$ cat config.mk
export PLATFORM = sky130hd
export DESIGN_NAME = l2_write_path
export DESIGN_NICKNAME = d
export VERILOG_FILES = /design/src/hw/l2_write_pkg.sv /design/src/hw/write_buffer.sv /design/src/hw/write_arbiter.sv /design/src/hw/l2_write_path.sv
export SDC_FILE = /design/constraint.sdc
export NUM_CORES = 1
export LEC_CHECK = 0
export BUFFER_PORTS_ARGS = -buffer_cell sky130_fd_sc_hd__buf_4
export CORE_ASPECT_RATIO = 0.75
export CORE_MARGIN = 5
export CORE_UTILIZATION = 31
export CTS_CLUSTER_DIAMETER = 50
export DETAILED_ROUTE_END_ITERATION = 10
export GPL_TIMING_DRIVEN = 1
export SLEW_MARGIN = 0
export SYNTH_ARGS = -nofsm -noshare
export SYNTH_HDL_FRONTEND = slang
export SYNTH_HIERARCHICAL = 1
export SYNTH_SLANG_ARGS = --single-unit
$ cat constraint.sdc
create_clock -name clk -period 8.4 [get_ports clk]
set_input_delay 1.68 -clock clk [delete_from_list [all_inputs] [get_ports clk]]
set_output_delay 1.68 -clock clk [all_outputs]
set_load 0.01 [all_outputs]
$ cat src/hw/l2_write_pkg.sv
`default_nettype none

package l2_write_pkg;

    //////////////////////////////
    // Memory write channel
    //////////////////////////////

    // One request word toward memory.
    // The address is taken once per burst on waddrOK, and each beat on wready.
    typedef struct packed {
        logic [31:0] addr;
        logic [31:0] data;
        logic [3:0]  strb;  // Byte enables.
        logic [7:0]  len;   // Beats minus one.
        logic        valid;
        logic        last;  // Final beat.
    } mem_w_t;

    // Handshake levels coming back from memory.
    typedef struct packed {
        logic waddrOK;  // Address accepted.
        logic wready;   // Beat accepted.
        logic bvalid;   // Write response, held until bready.
    } mem_w_rsp_t;

    //////////////////////////////
    // Arbiter FSM
    //////////////////////////////

    // Line writes go through wrt_w.
    // DMA writes walk dma_aw, dma_w, dma_r.
    typedef enum logic [2:0] {
        idle   = 3'd0,
        wrt_w  = 3'd1,
        dma_aw = 3'd2,
        dma_w  = 3'd3,
        dma_r  = 3'd4
    } arb_state_t;

endpackage

`default_nettype wire

$ cat src/hw/write_buffer.sv
`timescale 1ns/10ps
`default_nettype none

module write_buffer #(
    parameter int offset_width = 2
) (
    input  wire logic                                clk,
    input  wire logic                                rstn,
    input  wire logic                                buf_req,
    input  wire logic [31:0]                         buf_addr,
    input  wire logic [(1 << offset_width)*32-1:0]   buf_data,
    output logic                                     buf_ack,
    output logic                                     buf_idle,
    output l2_write_pkg::mem_w_t                     buf_w,
    input  l2_write_pkg::mem_w_rsp_t                 buf_rsp,
    output logic                                     buf_bready
);
    import l2_write_pkg::*;

    localparam int unsigned words     = 1 << offset_width;
    localparam int unsigned line_bits = words * 32;
    localparam logic [7:0]  burst_len = 8'(words - 1);

    //////////////////////////////
    // Line storage
    //////////////////////////////

    logic [line_bits-1:0]    line_q;
    logic [31:0]             addr_q;

    logic                    busy;      // A line is held.
    logic                    aw_done;   // Address taken by memory.
    logic                    resp_wait; // All beats sent, waiting on bvalid.
    logic [offset_width-1:0] beat_cnt;

    logic                    beat_go;
    logic                    final_beat;

    assign buf_ack    = buf_req && !busy;  // Accept only when empty.
    assign buf_idle   = !busy;
    assign buf_bready = resp_wait;

    assign final_beat = (beat_cnt == '1);
    assign beat_go    = buf_w.valid && buf_rsp.wready;

    always_ff @(posedge clk) begin
        if (buf_ack) begin
            line_q <= buf_data;
            addr_q <= buf_addr;
        end
    end

    //////////////////////////////
    // Burst control
    //////////////////////////////

    always_ff @(posedge clk or negedge rstn) begin
        if (!rstn) begin
            busy      <= 1'b0;
            aw_done   <= 1'b0;
            resp_wait <= 1'b0;
            beat_cnt  <= '0;
        end else if (buf_ack) begin
            busy      <= 1'b1;
            aw_done   <= 1'b0;
            resp_wait <= 1'b0;
            beat_cnt  <= '0;
        end else if (busy) begin
            if (buf_w.valid && buf_rsp.waddrOK) begin
                aw_done <= 1'b1;
            end
            if (beat_go) begin
                if (final_beat) begin
                    resp_wait <= 1'b1;
                end else begin
                    beat_cnt <= beat_cnt + offset_width'(1);
                end
            end
            if (resp_wait && buf_rsp.bvalid) begin
                busy      <= 1'b0;  // Idle again next cycle.
                resp_wait <= 1'b0;
            end
        end
    end

    always_comb begin
        buf_w       = '0;
        buf_w.valid = busy && !resp_wait;
        if (buf_w.valid) begin
            buf_w.addr = aw_done ? 32'd0 : addr_q;
            buf_w.data = line_q[beat_cnt*32 +: 32];
            buf_w.strb = 4'hF;  // Whole words only.
            buf_w.len  = burst_len;
            buf_w.last = final_beat;
        end
    end

    //////////////////////////////
    // Checks
    //////////////////////////////

    // After the last beat goes out the channel falls quiet and waits for the response.
    a_last_closes_burst : assert property (
        @(posedge clk) disable iff (!rstn)
        (beat_go && buf_w.last) |=> (!buf_w.valid && buf_bready)
    );

    // An accepted line opens its burst next cycle with the captured address.
    a_accept_starts_burst : assert property (
        @(posedge clk) disable iff (!rstn)
        buf_ack |=> (!buf_idle && buf_w.valid && buf_w.addr == $past(buf_addr))
    );

endmodule

`default_nettype wire

$ cat src/hw/write_arbiter.sv
`timescale 1ns/10ps
`default_nettype none

module write_arbiter #(
    parameter int offset_width = 2
) (
    input  wire logic                                clk,
    input  wire logic                                rstn,
    // Cache side.
    input  wire logic [31:0]                         line_addr,
    input  wire logic [(1 << offset_width)*32-1:0]   line_data,
    input  wire logic                                write_req,
    input  wire logic                                dma_sign,
    input  wire logic [3:0]                          dma_wstrb,
    output logic                                     write_ack,
    // Write buffer side.
    output logic                                     buf_req,
    output logic [31:0]                              buf_addr,
    output logic [(1 << offset_width)*32-1:0]        buf_data,
    input  wire logic                                buf_ack,
    input  wire logic                                buf_idle,
    input  l2_write_pkg::mem_w_t                     buf_w,
    output l2_write_pkg::mem_w_rsp_t                 buf_rsp,
    input  wire logic                                buf_bready,
    // Memory side.
    output l2_write_pkg::mem_w_t                     mem_w,
    input  l2_write_pkg::mem_w_rsp_t                 mem_rsp,
    output logic                                     bready
);
    import l2_write_pkg::*;

    arb_state_t state, state_nxt;

    always_ff @(posedge clk or negedge rstn) begin
        if (!rstn) begin
            state <= idle;
        end else begin
            state <= state_nxt;
        end
    end

    //////////////////////////////
    // Next state
    //////////////////////////////

    always_comb begin
        state_nxt = state;
        unique case (state)
            idle: begin
                if (write_req && !dma_sign) begin
                    state_nxt = wrt_w;
                end else if (write_req && buf_idle) begin
                    state_nxt = dma_aw;  // Hold off until the burst drains.
                end
            end
            wrt_w: if (buf_ack) state_nxt = idle;
            dma_aw: begin
                if (mem_rsp.waddrOK && mem_rsp.wready) begin
                    state_nxt = dma_r;
                end else if (mem_rsp.waddrOK) begin
                    state_nxt = dma_w;
                end
            end
            dma_w: if (mem_rsp.wready) state_nxt = dma_r;
            dma_r: if (mem_rsp.bvalid) state_nxt = idle;
            default: state_nxt = idle;
        endcase
    end

    //////////////////////////////
    // Outputs and channel mux
    //////////////////////////////

    always_comb begin
        write_ack = 1'b0;
        buf_req   = 1'b0;
        buf_addr  = '0;
        buf_data  = '0;
        mem_w     = buf_w;       // Buffer owns the channel by default.
        buf_rsp   = mem_rsp;
        bready    = buf_bready;
        unique case (state)
            wrt_w: begin
                buf_req   = write_req;
                buf_addr  = line_addr;
                buf_data  = line_data;
                write_ack = buf_ack;
            end
            dma_aw, dma_w, dma_r: begin
                buf_rsp    = '0;
                bready     = (state == dma_r);
                mem_w      = '0;
                mem_w.strb = dma_wstrb;
                if (state != dma_r) begin
                    mem_w.addr  = (state == dma_aw) ? line_addr : 32'd0;
                    mem_w.data  = line_data[31:0];
                    mem_w.valid = 1'b1;
                    mem_w.last  = 1'b1;  // Single beat, len stays 0.
                end
                write_ack = (state == dma_r) && mem_rsp.bvalid;
            end
            default: ;
        endcase
    end

    // The cache holds its request until acknowledged.
    a_ack_with_req : assert property (
        @(posedge clk) disable iff (!rstn)
        write_ack |-> write_req
    );

    // A DMA write never shares the channel with a buffer burst.
    a_dma_buf_idle : assert property (
        @(posedge clk) disable iff (!rstn)
        (state inside {dma_aw, dma_w, dma_r}) |-> buf_idle
    );

endmodule

`default_nettype wire

$ cat src/hw/l2_write_path.sv
`timescale 1ns/10ps
`default_nettype none

module l2_write_path #(
    parameter int offset_width = 2
) (
    input  wire logic                                clk,
    input  wire logic                                rstn,
    input  wire logic [31:0]                         line_addr,
    input  wire logic [(1 << offset_width)*32-1:0]   line_data,
    input  wire logic                                write_req,
    input  wire logic                                dma_sign,
    input  wire logic [3:0]                          dma_wstrb,
    output logic                                     write_ack,
    output l2_write_pkg::mem_w_t                     mem_w,
    input  l2_write_pkg::mem_w_rsp_t                 mem_rsp,
    output logic                                     bready
);
    import l2_write_pkg::*;

    //////////////////////////////
    // Arbiter to buffer
    //////////////////////////////

    logic                                buf_req;
    logic [31:0]                         buf_addr;
    logic [(1 << offset_width)*32-1:0]   buf_data;
    logic                                buf_ack;
    logic                                buf_idle;
    mem_w_t                              buf_w;
    mem_w_rsp_t                          buf_rsp;
    logic                                buf_bready;

    write_arbiter #(
        .offset_width (offset_width)
    ) u_arb (
        .clk        (clk),
        .rstn       (rstn),
        .line_addr  (line_addr),
        .line_data  (line_data),
        .write_req  (write_req),
        .dma_sign   (dma_sign),
        .dma_wstrb  (dma_wstrb),
        .write_ack  (write_ack),
        .buf_req    (buf_req),
        .buf_addr   (buf_addr),
        .buf_data   (buf_data),
        .buf_ack    (buf_ack),
        .buf_idle   (buf_idle),
        .buf_w      (buf_w),
        .buf_rsp    (buf_rsp),
        .buf_bready (buf_bready),
        .mem_w      (mem_w),
        .mem_rsp    (mem_rsp),
        .bready     (bready)
    );

    write_buffer #(
        .offset_width (offset_width)
    ) u_buf (
        .clk        (clk),
        .rstn       (rstn),
        .buf_req    (buf_req),
        .buf_addr   (buf_addr),
        .buf_data   (buf_data),
        .buf_ack    (buf_ack),
        .buf_idle   (buf_idle),
        .buf_w      (buf_w),
        .buf_rsp    (buf_rsp),
        .buf_bready (buf_bready)
    );

endmodule

`default_nettype wire

==> impl_metrics.tcl, run 1 <==
set metrics [dict create \
    grt_pass1_vias 6005 \
    coreArea_mm2 0.0270 \
    cts_buffer_depth 2 \
    nets 1049 \
    vias 5809 \
    initial_utilization_pct 31.5 \
    cts_inserted_buffers 17 \
    worst_pin_slew_ps 1150 \
    rsz0062_at_grt "no" \
    slew_headroom_pct 23.0 \
    grt_max_degree 94 \
    yosysTopAreaCellShare_pct 56.5 \
    synth_seq_cells 168 \
    vdd_ir_drop_max_mv 0.182 \
    status "finished, final reports clean" \
    grt_pass1_wl_mm 33.8 \
    synth_edf_count 160 \
    post-dp-hpwl_mm 14.6 \
    antenna_found_initial 1 \
    dpl_cell_area_mm2 0.0105 \
    dieArea_mm2 0.0309 \
    setup_viol 0 \
    drive_above_1_share_pct 33.7 \
    cts.sinks 168 \
    clk_latency_ps 410 \
    syn_avg_cell_area_um2 12.8 \
    seq_area_frac_synth_pct 58.8 \
    hold_buffers 0 \
    drv_cap 0 \
    wirelength_mm 21.8 \
    port_buffers 244 \
    critPathArrivalTime_ps 3400 \
    intPower_mw 2.23 \
    postCtsSetupBuffers 0 \
    seqPwrFrac_pct 34.5 \
    p_comb_share_pct 43.5 \
    skew_ps 7.87 \
    tns_ps 0 \
    power_density_mw_per_mm2 315 \
    p_sw_mw 1.25 \
    grt_overflow_total 0 \
    cts_htree_levels 4 \
    path_clk_slew_ps 70 \
    leakagePower_nw 4.35 \
    gp_congestion 0.759 \
    synthTopCellsByArea "edfxtp_1 (56%), and2_1 (15%), mux2i_1 (7.6%), a22o_1 (6.7%), dfrtp_1 (2.4%)" \
    swShare_pct 36.0 \
    path_class "reg -> out" \
    synth_top_area_cell "edfxtp_1" \
    max_freq_ghz 0.197 \
    synth_warnings 6 \
    die_x_um 201 \
    avgRoutedWirePerCell_um 17.5 \
    pwr-share-clk_pct 22.0 \
    io_pins 251 \
    ctsRootBufferMaster "clkbuf_16" \
    hold_ws_ps 545 \
    synthCells 665 \
    hold_viol 0 \
    areaGrowthSynthToFinish_pct 30.2 \
    finalCriticalPeriod_ps 5080 \
    grt_usage_pct 13.8 \
    critical_path_required_ps 6720 \
    stdcell_area_mm2 0.0111 \
    cts_tree "done" \
    rows 52 \
    worstPathMaxFanout 47 \
    synthArstFlopShare_pct 4.76 \
    hold_class "reg -> reg" \
    route.detailed.drc 0 \
    die_h_um 153 \
    synth.distinct_cells 38 \
    post_cts_resized 0 \
    antenna_left 0 \
    first_iter_violations 330 \
    period_share_pct 60.5 \
    end_kind "primary output" \
    drtPass1Iterations 4 \
    startpoint_type "flop" \
    vias_per_cell 4.68 \
    synth-main-ff-cell "edfxtp_1" \
    netlist_area_mm2 0.00851 \
    maxSlewViolCount 0 \
]
flip-flops by register name (all words and copies together) (netlist names):
name	flops
u_buf/busy	1
u_arb/state	3
u_buf/line_q	128
u_buf/addr_q	32
u_buf/aw_done	1
u_buf/buf_bready	1
u_buf/beat_cnt	2
worst max-delay path, stage by stage (launching register included):
cell     delay [ps]
dfrtp_1         630
nor2b_4        1010
nor2_4          390
buf_4           410
mux2_2          340
buf_4           140
through the flow:
stage	std cells	power (mW)	utilization, %	worst slack (ps)
after floorplan	670	2.22	-	1150
after global placement	1209	2.74	38.9	3490
after detailed placement	1209	2.75	38.9	3510
after CTS	1241	3.53	41.0	3290
after global routing	1242	3.71	41.0	3080
final	1242	3.48	41.0	3320
synthesized netlist by cell type (5+ instances only):
| master | count |
|---|---|
| o22ai_1 | 32 |
| clkbuf_2 | 9 |
| buf_4 | 15 |
| dfrtp_1 | 8 |
| a22o_1 | 65 |
| nand2_1 | 6 |
| a21oi_1 | 7 |
| buf_2 | 22 |
| inv_1 | 5 |
| mux2i_1 | 65 |
| and2_1 | 206 |
| edfxtp_1 | 160 |
| clkbuf_1 | 11 |
| o21ai_0 | 6 |
| nand2b_1 | 6 |
area by class of cell:
type | count | area [um^2]
Fill cell | 2564 | 15900
Sequential cell | 168 | 5010
Multi-Input combinational cell | 433 | 3150
Timing Repair Buffer | 251 | 1880
Tap cell | 351 | 439
Clock buffer | 19 | 433
Clock inverter | 13 | 134
Inverter | 6 | 27.5
Antenna cell | 1 | 2.50
per-layer routing:
layer / GRT usage, % / wire length [um]
met1: 19.0 / 10000
met2: 21.8 / 10200
met3: 3.75 / 1380
met4: 3.16 / 130
met5: 0 / 0
power by group through the flow:
stage | logic, mW | clock network, mW | registers (mW)
floorplan | 1.05 | 0 | 1.17
global route | 1.66 | 0.832 | 1.21
global placement | 1.52 | 0 | 1.22
CTS | 1.54 | 0.791 | 1.20
finish | 1.52 | 0.766 | 1.20
detailed placement | 1.53 | 0 | 1.22
cell usage in the layout (no fill, tap or decap), types with 2 or more instances in the layout:
cell / instances
buf_4: 251
and2_1: 206
edfxtp_1: 160
a22o_1: 65
mux2i_1: 65
o22ai_1: 32
clkbuf_16: 17
a21oi_1: 7
dfrtp_1: 7
nand2_1: 6
o21ai_0: 6
conb_1: 6
inv_6: 5
nand2b_1: 5
nor2_1: 4
mux2_2: 4
inv_1: 4
a31oi_1: 4
clkinv_4: 3
nand3b_1: 3
clkbuf_1: 2
clkinvlp_4: 2
inv_8: 2
nor2b_1: 2
nor3_2: 2
a41oi_1: 2
final timing paths:
check | start | end | slack, ps | depth (start not counted)
max in group asynchronous | rstn | u_buf/beat_cnt[1]$_DFFE_PN0P_ | 7170 | 1
worst max register to register | u_arb/state[1]$_DFFE_PN0P_ | u_buf/beat_cnt[0]$_DFFE_PN0P_ | 5080 | 7
worst min register to register | u_buf/aw_done$_DFFE_PN0P_ | u_buf/aw_done$_DFFE_PN0P_ | 550 | 1
min in group asynchronous | rstn | u_arb/state[0]$_DFFE_PN0P_ | 1080 | 1
worst max-delay path | u_arb/state[1]$_DFFE_PN0P_ | mem_w[10] | 3320 | 5
worst min-delay path | u_buf/aw_done$_DFFE_PN0P_ | u_buf/aw_done$_DFFE_PN0P_ | 550 | 1
kinds of logic after synthesis:
kind of cell | count (synthesis) | share of synthesized area (%)
mux | 69 | 8.18
other cells | 1 | 0.0441
buf+inv | 69 | 4.52
compound gates | 116 | 10.3
flops | 168 | 58.8
xor+xnor | 1 | 0.103
fa+ha+maj | 1 | 0.147
simple gates | 240 | 17.9
Power figures use the tool's default switching activity.
==> run 2, diff against run 1 <==
- ABC_AREA: unset -> 1
- clock period: 8.4 -> 4.3 ns (I/O delays scaled with it)
==> run 2 against run 1 <==
Cell area grew 9.4%. Clock power rose by 110%. Critical path depth increased by 4. Sequential power up 79%. Total power grew 110%. Flip-flop and latch count stayed put. Combinational power increased by 140%. Synthesized area grew 12%. Non-clock buffer count rose by 3. Register-to-register slack worse by 3500 ps. Critical path type unchanged.
==> impl_metrics.tcl, run 2 <==
set metrics [dict create \
    finalCriticalPeriod_ps 3480 \
    wirelength_mm 25.7 \
    netlist_area_mm2 0.00954 \
    dr_wl_met2_mm 12.1 \
    synth_edf_count 160 \
    hold_class "in -> async" \
    gp_congestion 0.794 \
    path_clk_slew_ps 70 \
    fillers 3156 \
    rows 55 \
    setup_viol 0 \
    swShare_pct 42.0 \
    maxSlewViolCount 0 \
    n_antenna_cell 0 \
    grt_usage_pct 14.6 \
    seq_area_frac_synth_pct 52.5 \
    final_cell_mix "inv_1 (309), nand2_1 (264), buf_4 (253)" \
    pre_cts_ws_ps 1220 \
    ctsRootBufferMaster "clkbuf_16" \
    antenna_left 0 \
    startpoint_type "flop" \
    areaGrowthSynthToFinish_pct 27.0 \
    worst_pin_slew_ps 994 \
    rsz0062_at_grt "no" \
    slew_headroom_pct 33.7 \
    critPathArrivalTime_ps 2620 \
    grt_pass1_wl_mm 39.9 \
    met3_length_mm 1.61 \
    drtPass1Iterations 5 \
    largest_reg_flops 128 \
    clk_latency_ps 420 \
    drv_cap 0 \
    cts_inserted_buffers 17 \
    cts_buffer_depth 2 \
    die_h_um 162 \
    synthArstFlopShare_pct 4.76 \
    tns_ps 0 \
    intPower_mw 4.24 \
    top_layer "met5" \
    synthCells 1226 \
    pwr-share-clk_pct 21.5 \
    postCtsSetupBuffers 0 \
    synth_top_area_cell "edfxtp_1" \
    max_freq_ghz 0.287 \
    coreArea_mm2 0.0303 \
    vias_per_cell 4.29 \
    status "finished, final reports clean" \
    hold_buffers 0 \
    largest_register "u_buf/line_q" \
    vias 7900 \
    synth_seq_cells 168 \
    io_pins 251 \
    initial_utilization_pct 31.5 \
    p_sw_mw 3.07 \
    critical_path_required_ps 3440 \
    power_density_mw_per_mm2 604 \
    drive_above_1_share_pct 22.9 \
    setup_slack_ps 820 \
    dieArea_mm2 0.0344 \
    cts.sinks 168 \
    nets 1603 \
    synth-main-ff-cell "edfxtp_1" \
    end_kind "primary output" \
    synth_warnings 6 \
    avgRoutedWirePerCell_um 13.9 \
    met1_length_mm 11.8 \
    port_buffers 244 \
    antenna_found_initial 1 \
    die_x_um 213 \
    grt_max_degree 162 \
    post_cts_resized 0 \
    path_class "reg -> out" \
    route.detailed.drc 0 \
    period_share_pct 80.9 \
    final_common_cell "inv_1" \
    seqPwrFrac_pct 29.3 \
    first_iter_violations 475 \
    yosysTopAreaCellShare_pct 50.4 \
    hold_viol 0 \
    grt_pass1_vias 7645 \
    synth.distinct_cells 23 \
    cts_tree "done" \
    post-dp-hpwl_mm 16.8 \
    p_comb_share_pct 49.1 \
    worstPathMaxFanout 40 \
    syn_avg_cell_area_um2 7.78 \
    grt_overflow_total 0 \
    synth.most_common_cell "inv_1" \
    hold_ws_ps 248 \
    leakagePower_nw 6.06 \
    vdd_ir_drop_max_mv 0.284 \
    synth_common_cells "inv_1 (309), nand2_1 (265), nor2_1 (204)" \
    largestRegisters "u_buf/line_q: 128 flops, u_buf/addr_q: 32 flops, u_arb/state: 3 flops" \
    skew_ps 7.68 \
    cts_htree_levels 4 \
    synthTopCellsByArea "edfxtp_1 (50%), inv_1 (12%), nand2_1 (10%), nor2_1 (8.0%), nand3_1 (3.8%)" \
]
[run 2: path summary, 6_finish.rpt]
| check | start | slack [ps] | end | cells past startpoint |
|---|---|---|---|---|
| max in group asynchronous | rstn | 3890 | u_buf/beat_cnt[1]$_DFFE_PN0P_ | 1 |
| min | rstn | 250 | u_arb/state[1]$_DFFE_PN0P_ | 1 |
| max | u_arb/state[1]$_DFFE_PN0P_ | 820 | mem_w[41] | 9 |
| min in group clk | u_buf/buf_bready$_DFFE_PN0P_ | 540 | u_buf/busy$_DFF_PN0_ | 1 |
| max reg2reg | u_arb/state[2]$_DFFE_PN0P_ | 1570 | u_buf/line_q[100]$_DFFE_PP_ | 5 |
| min reg2reg | u_buf/buf_bready$_DFFE_PN0P_ | 540 | u_buf/busy$_DFF_PN0_ | 1 |
[run 2: stage by stage]
stage / std cells / util (%) / total power [mW] / area, um^2
after floorplan: 1231 / - / 4.59 / 9560
after global routing: 1843 / 40.0 / 7.89 / 12100
after global placement: 1811 / 38.0 / 5.83 / 11500
after detailed placement: 1811 / 38.0 / 5.86 / 11500
after CTS: 1843 / 40.0 / 7.46 / 12100
final: 1843 / 40.0 / 7.32 / 12100
[run 2: cell families (layout without fill, tap and decap cells)]
logic type / Yosys count / count (layout) / synth area share (%)
fa+ha+maj: 1 / 1 / 0.131
flops: 168 / 168 / 52.5
other cells: 1 / 6 / 0.0393
buf+inv: 392 / 605 / 17.5
simple gates: 558 / 558 / 23.4
compound gates: 106 / 106 / 6.39
[run 2: critical path, cell delays in order (launching register included)]
cell     delay (ps)
dfrtp_1         440
inv_2           130
nor2_4           50
inv_2            80
nand2_4         120
inv_2           460
buf_4           510
nand2_1         110
o21ai_0         110
buf_4           160
[run 2: routing by layer]
metal / vias up / track usage [%]
met3: 12 / 3.49
met1: 3618 / 19.9
met4: 2 / 3.26
li1: 4052 / -
met2: 216 / 23.7
met5: - / 0
[run 2: area by class of cell]
type                            instances  area, um^2  share of cell area, %
Sequential cell                       168        5010                   41.3
Tap cell                              399         499                   4.12
Multi-Input combinational cell        671        2890                   23.9
Timing Repair Buffer                  254        1920                   15.8
Inverter                              319        1200                   9.93
Clock inverter                         11         149                   1.23
Clock buffer                           21         440                   3.64
[run 2: power by group through the flow]
stage                     clock (mW)  sequential (mW)  combinational [mW]
after global routing            1.70             2.16                4.04
after CTS                       1.63             2.15                3.69
final                           1.58             2.15                3.59
after detailed placement           0             2.18                3.68
after global placement             0             2.18                3.65
after floorplan                    0             2.18                2.42
==> run 3, diff against run 2 <==
- clock period: 4.3 -> 3 ns (I/O delays scaled with it)
==> run 3 against run 2 <==
Register-to-register slack got worse by 1100 ps. Core utilization rose by 0.12 points. Critical path type unchanged. Sequential share of layout area fell by 0.12 points. Routed wire length rose by 0.29%. Global-route usage rose by 0.30 points. Critical path depth fell by 1. Worst hold slack improved by 210 ps. Combinational power rose by 48%. Total power rose by 43%.
==> impl_metrics.tcl, run 3 (synthesized netlist as in run 2, its figures left out) <==
set metrics [dict create \
    vdd_ir_drop_max_mv 0.587 \
    hold_class "in -> reg" \
    rsz0062_at_grt "no" \
    ctsRootBufferMaster "clkbuf_16" \
    cp.depth 8 \
    cts.sinks 168 \
    worst_pin_slew_ps 1150 \
    fillers 3098 \
    cts_tree "done" \
    worstPathMaxFanout 19 \
    maxSlewViolCount 0 \
    cts_buffer_depth 2 \
    hold_viol 0 \
    vias_per_cell 4.30 \
    antenna_found_initial 1 \
    largest_register "u_buf/line_q" \
    dieArea_mm2 0.0344 \
    initial_utilization_pct 31.5 \
    path_class "reg -> out" \
    die_x_um 213 \
    grt_usage_pct 14.9 \
    end_kind "primary output" \
    io_pins 251 \
    leakagePower_nw 6.08 \
    multiInputGateArea_mm2 0.00289 \
    power_density_mw_per_mm2 860 \
    setup_viol 0 \
    reg2reg_slack_ps 440 \
    vias 7932 \
    r2r-start "u_arb/state[2]$_DFFE_PN0P_" \
    worst-path-buf-inv 3 \
    critical_path_required_ps 2400 \
    final-seq-area_mm2 0.00501 \
    clk_latency_ps 430 \
    slowest_delay_ps 410 \
    worstSetupEndpoint "mem_w[40]" \
    final_cell_mix "inv_1 (309), nand2_1 (264), buf_4 (249)" \
    gp_congestion 0.801 \
    period_share_pct 91.7 \
    p_sw_mw 4.43 \
    critPathLaunch "u_buf/beat_cnt[0]$_DFFE_PN0P_" \
    coreArea_mm2 0.0303 \
    nets 1606 \
    skew_ps 14.3 \
    reg2reg_depth 6 \
    avgRoutedWirePerCell_um 13.9 \
    finalCriticalPeriod_ps 2750 \
    seqPwrFrac_pct 29.5 \
    grt_max_degree 162 \
    drtPass1Iterations 6 \
    crit_chain "inv_2, buf_4, nand2_1, nand3_1, a21oi_1, nand2_1, o21ai_0, buf_4" \
    drive_above_1_share_pct 22.7 \
    rows 55 \
    max_freq_ghz 0.364 \
    antenna_left 0 \
    cts_inserted_buffers 17 \
    port_buffers 244 \
    startpoint_type "flop" \
    grt_overflow_total 0 \
    grt_pass1_vias 7977 \
    tns_ps 0 \
    pre_cts_ws_ps 410 \
    areaGrowthSynthToFinish_pct 27.3 \
    final_common_cell "inv_1" \
    crit_path_top_delay_cell "dfrtp_2" \
    pwr-share-clk_pct 19.6 \
    hold_ws_ps 462 \
    first_iter_violations 464 \
    grt_pass1_wl_mm 41.0 \
    n_antenna_cell 0 \
    drv_cap 0 \
    largestRegisters "u_buf/line_q: 128 flops, u_buf/addr_q: 32 flops, u_arb/state: 3 flops" \
    post-dp-hpwl_mm 16.8 \
    setup_slack_ps 250 \
    p_comb_share_pct 51.0 \
    swShare_pct 42.5 \
    intPower_mw 6.01 \
    cts_htree_levels 4 \
    critPathArrivalTime_ps 2150 \
    route.detailed.drc 0 \
    largest_reg_flops 128 \
    die_h_um 162 \
    status "finished, final reports clean" \
    r2r_end "u_buf/addr_q[30]$_DFFE_PP_" \
    path_clk_slew_ps 70 \
    crit_family "buffers and inverters" \
    wirelength_mm 25.7 \
    slew_headroom_pct 23.3 \
]
==> run 3: through the flow <==
stage	total power, mW	utilization, %	instance area (um^2)	instances
finish	10.4	40.1	12100	1846
global route	11.3	40.1	12100	1846
CTS	10.6	40.1	12100	1846
detailed placement	8.54	38.3	11600	1813
global placement	8.47	38.3	11600	1813
floorplan	6.57	-	9570	1231
==> run 3: routing by layer <==
metal,share of wire (%),global-route usage (%)
met1,46,19.8
met2,46,24.6
met3,6.1,3.75
met4,1.3,3.61
met5,0.078,0
==> run 3: worst min-delay path by stage <==
stage | startpoint | depth (start not counted) | slack [ps] | endpoint
CTS | line_data[123] | 3 | 440 | u_buf/line_q[123]$_DFFE_PP_
detailed placement | rstn | 1 | 430 | u_buf/aw_done$_DFFE_PN0P_
floorplan | rstn | 0 | 300 | u_arb/state[0]$_DFFE_PN0P_
global placement | rstn | 1 | 430 | u_buf/aw_done$_DFFE_PN0P_
global route | line_data[79] | 3 | 450 | u_buf/line_q[79]$_DFFE_PP_
finish | line_data[123] | 3 | 460 | u_buf/line_q[123]$_DFFE_PP_
==> run 3: power by group through the flow <==
stage | sequential [mW] | combinational [mW] | clock [mW]
2_1_floorplan | 3.11 | 3.47 | 0
3_3_place_gp | 3.12 | 5.35 | 0
3_5_place_dp | 3.13 | 5.42 | 0
4_1_cts | 3.07 | 5.44 | 2.11
5_1_grt | 3.09 | 5.95 | 2.22
6_report | 3.08 | 5.32 | 2.04
==> run 3: worst register-to-register path: stages, from the launching register on <==
cell,delay [ps]
dfrtp_1,460
nor2_1,280
nand2_4,90
nor2_1,140
nand2_1,140
bufinv_8,210
buf_12,430
==> run 3: area by class of cell <==
cell class / count / area share (%)
multi-input combinational: 671 / 23.8
inverter: 319 / 9.99
clock buffer: 20 / 3.60
sequential: 168 / 41.2
tap: 399 / 4.11
clock inverter: 12 / 0.701
timing repair buffer: 257 / 16.6
==> run 3: what timing repair did <==
item / CTS / global route
setup endpoints to repair: 29 / 3
setup buffers: 0 / 0
hold buffers: 1 / 0
endpoints found under the hold margin: 8 / 0
pin swaps: 0 / 0
gates resized for setup: 1 / 1
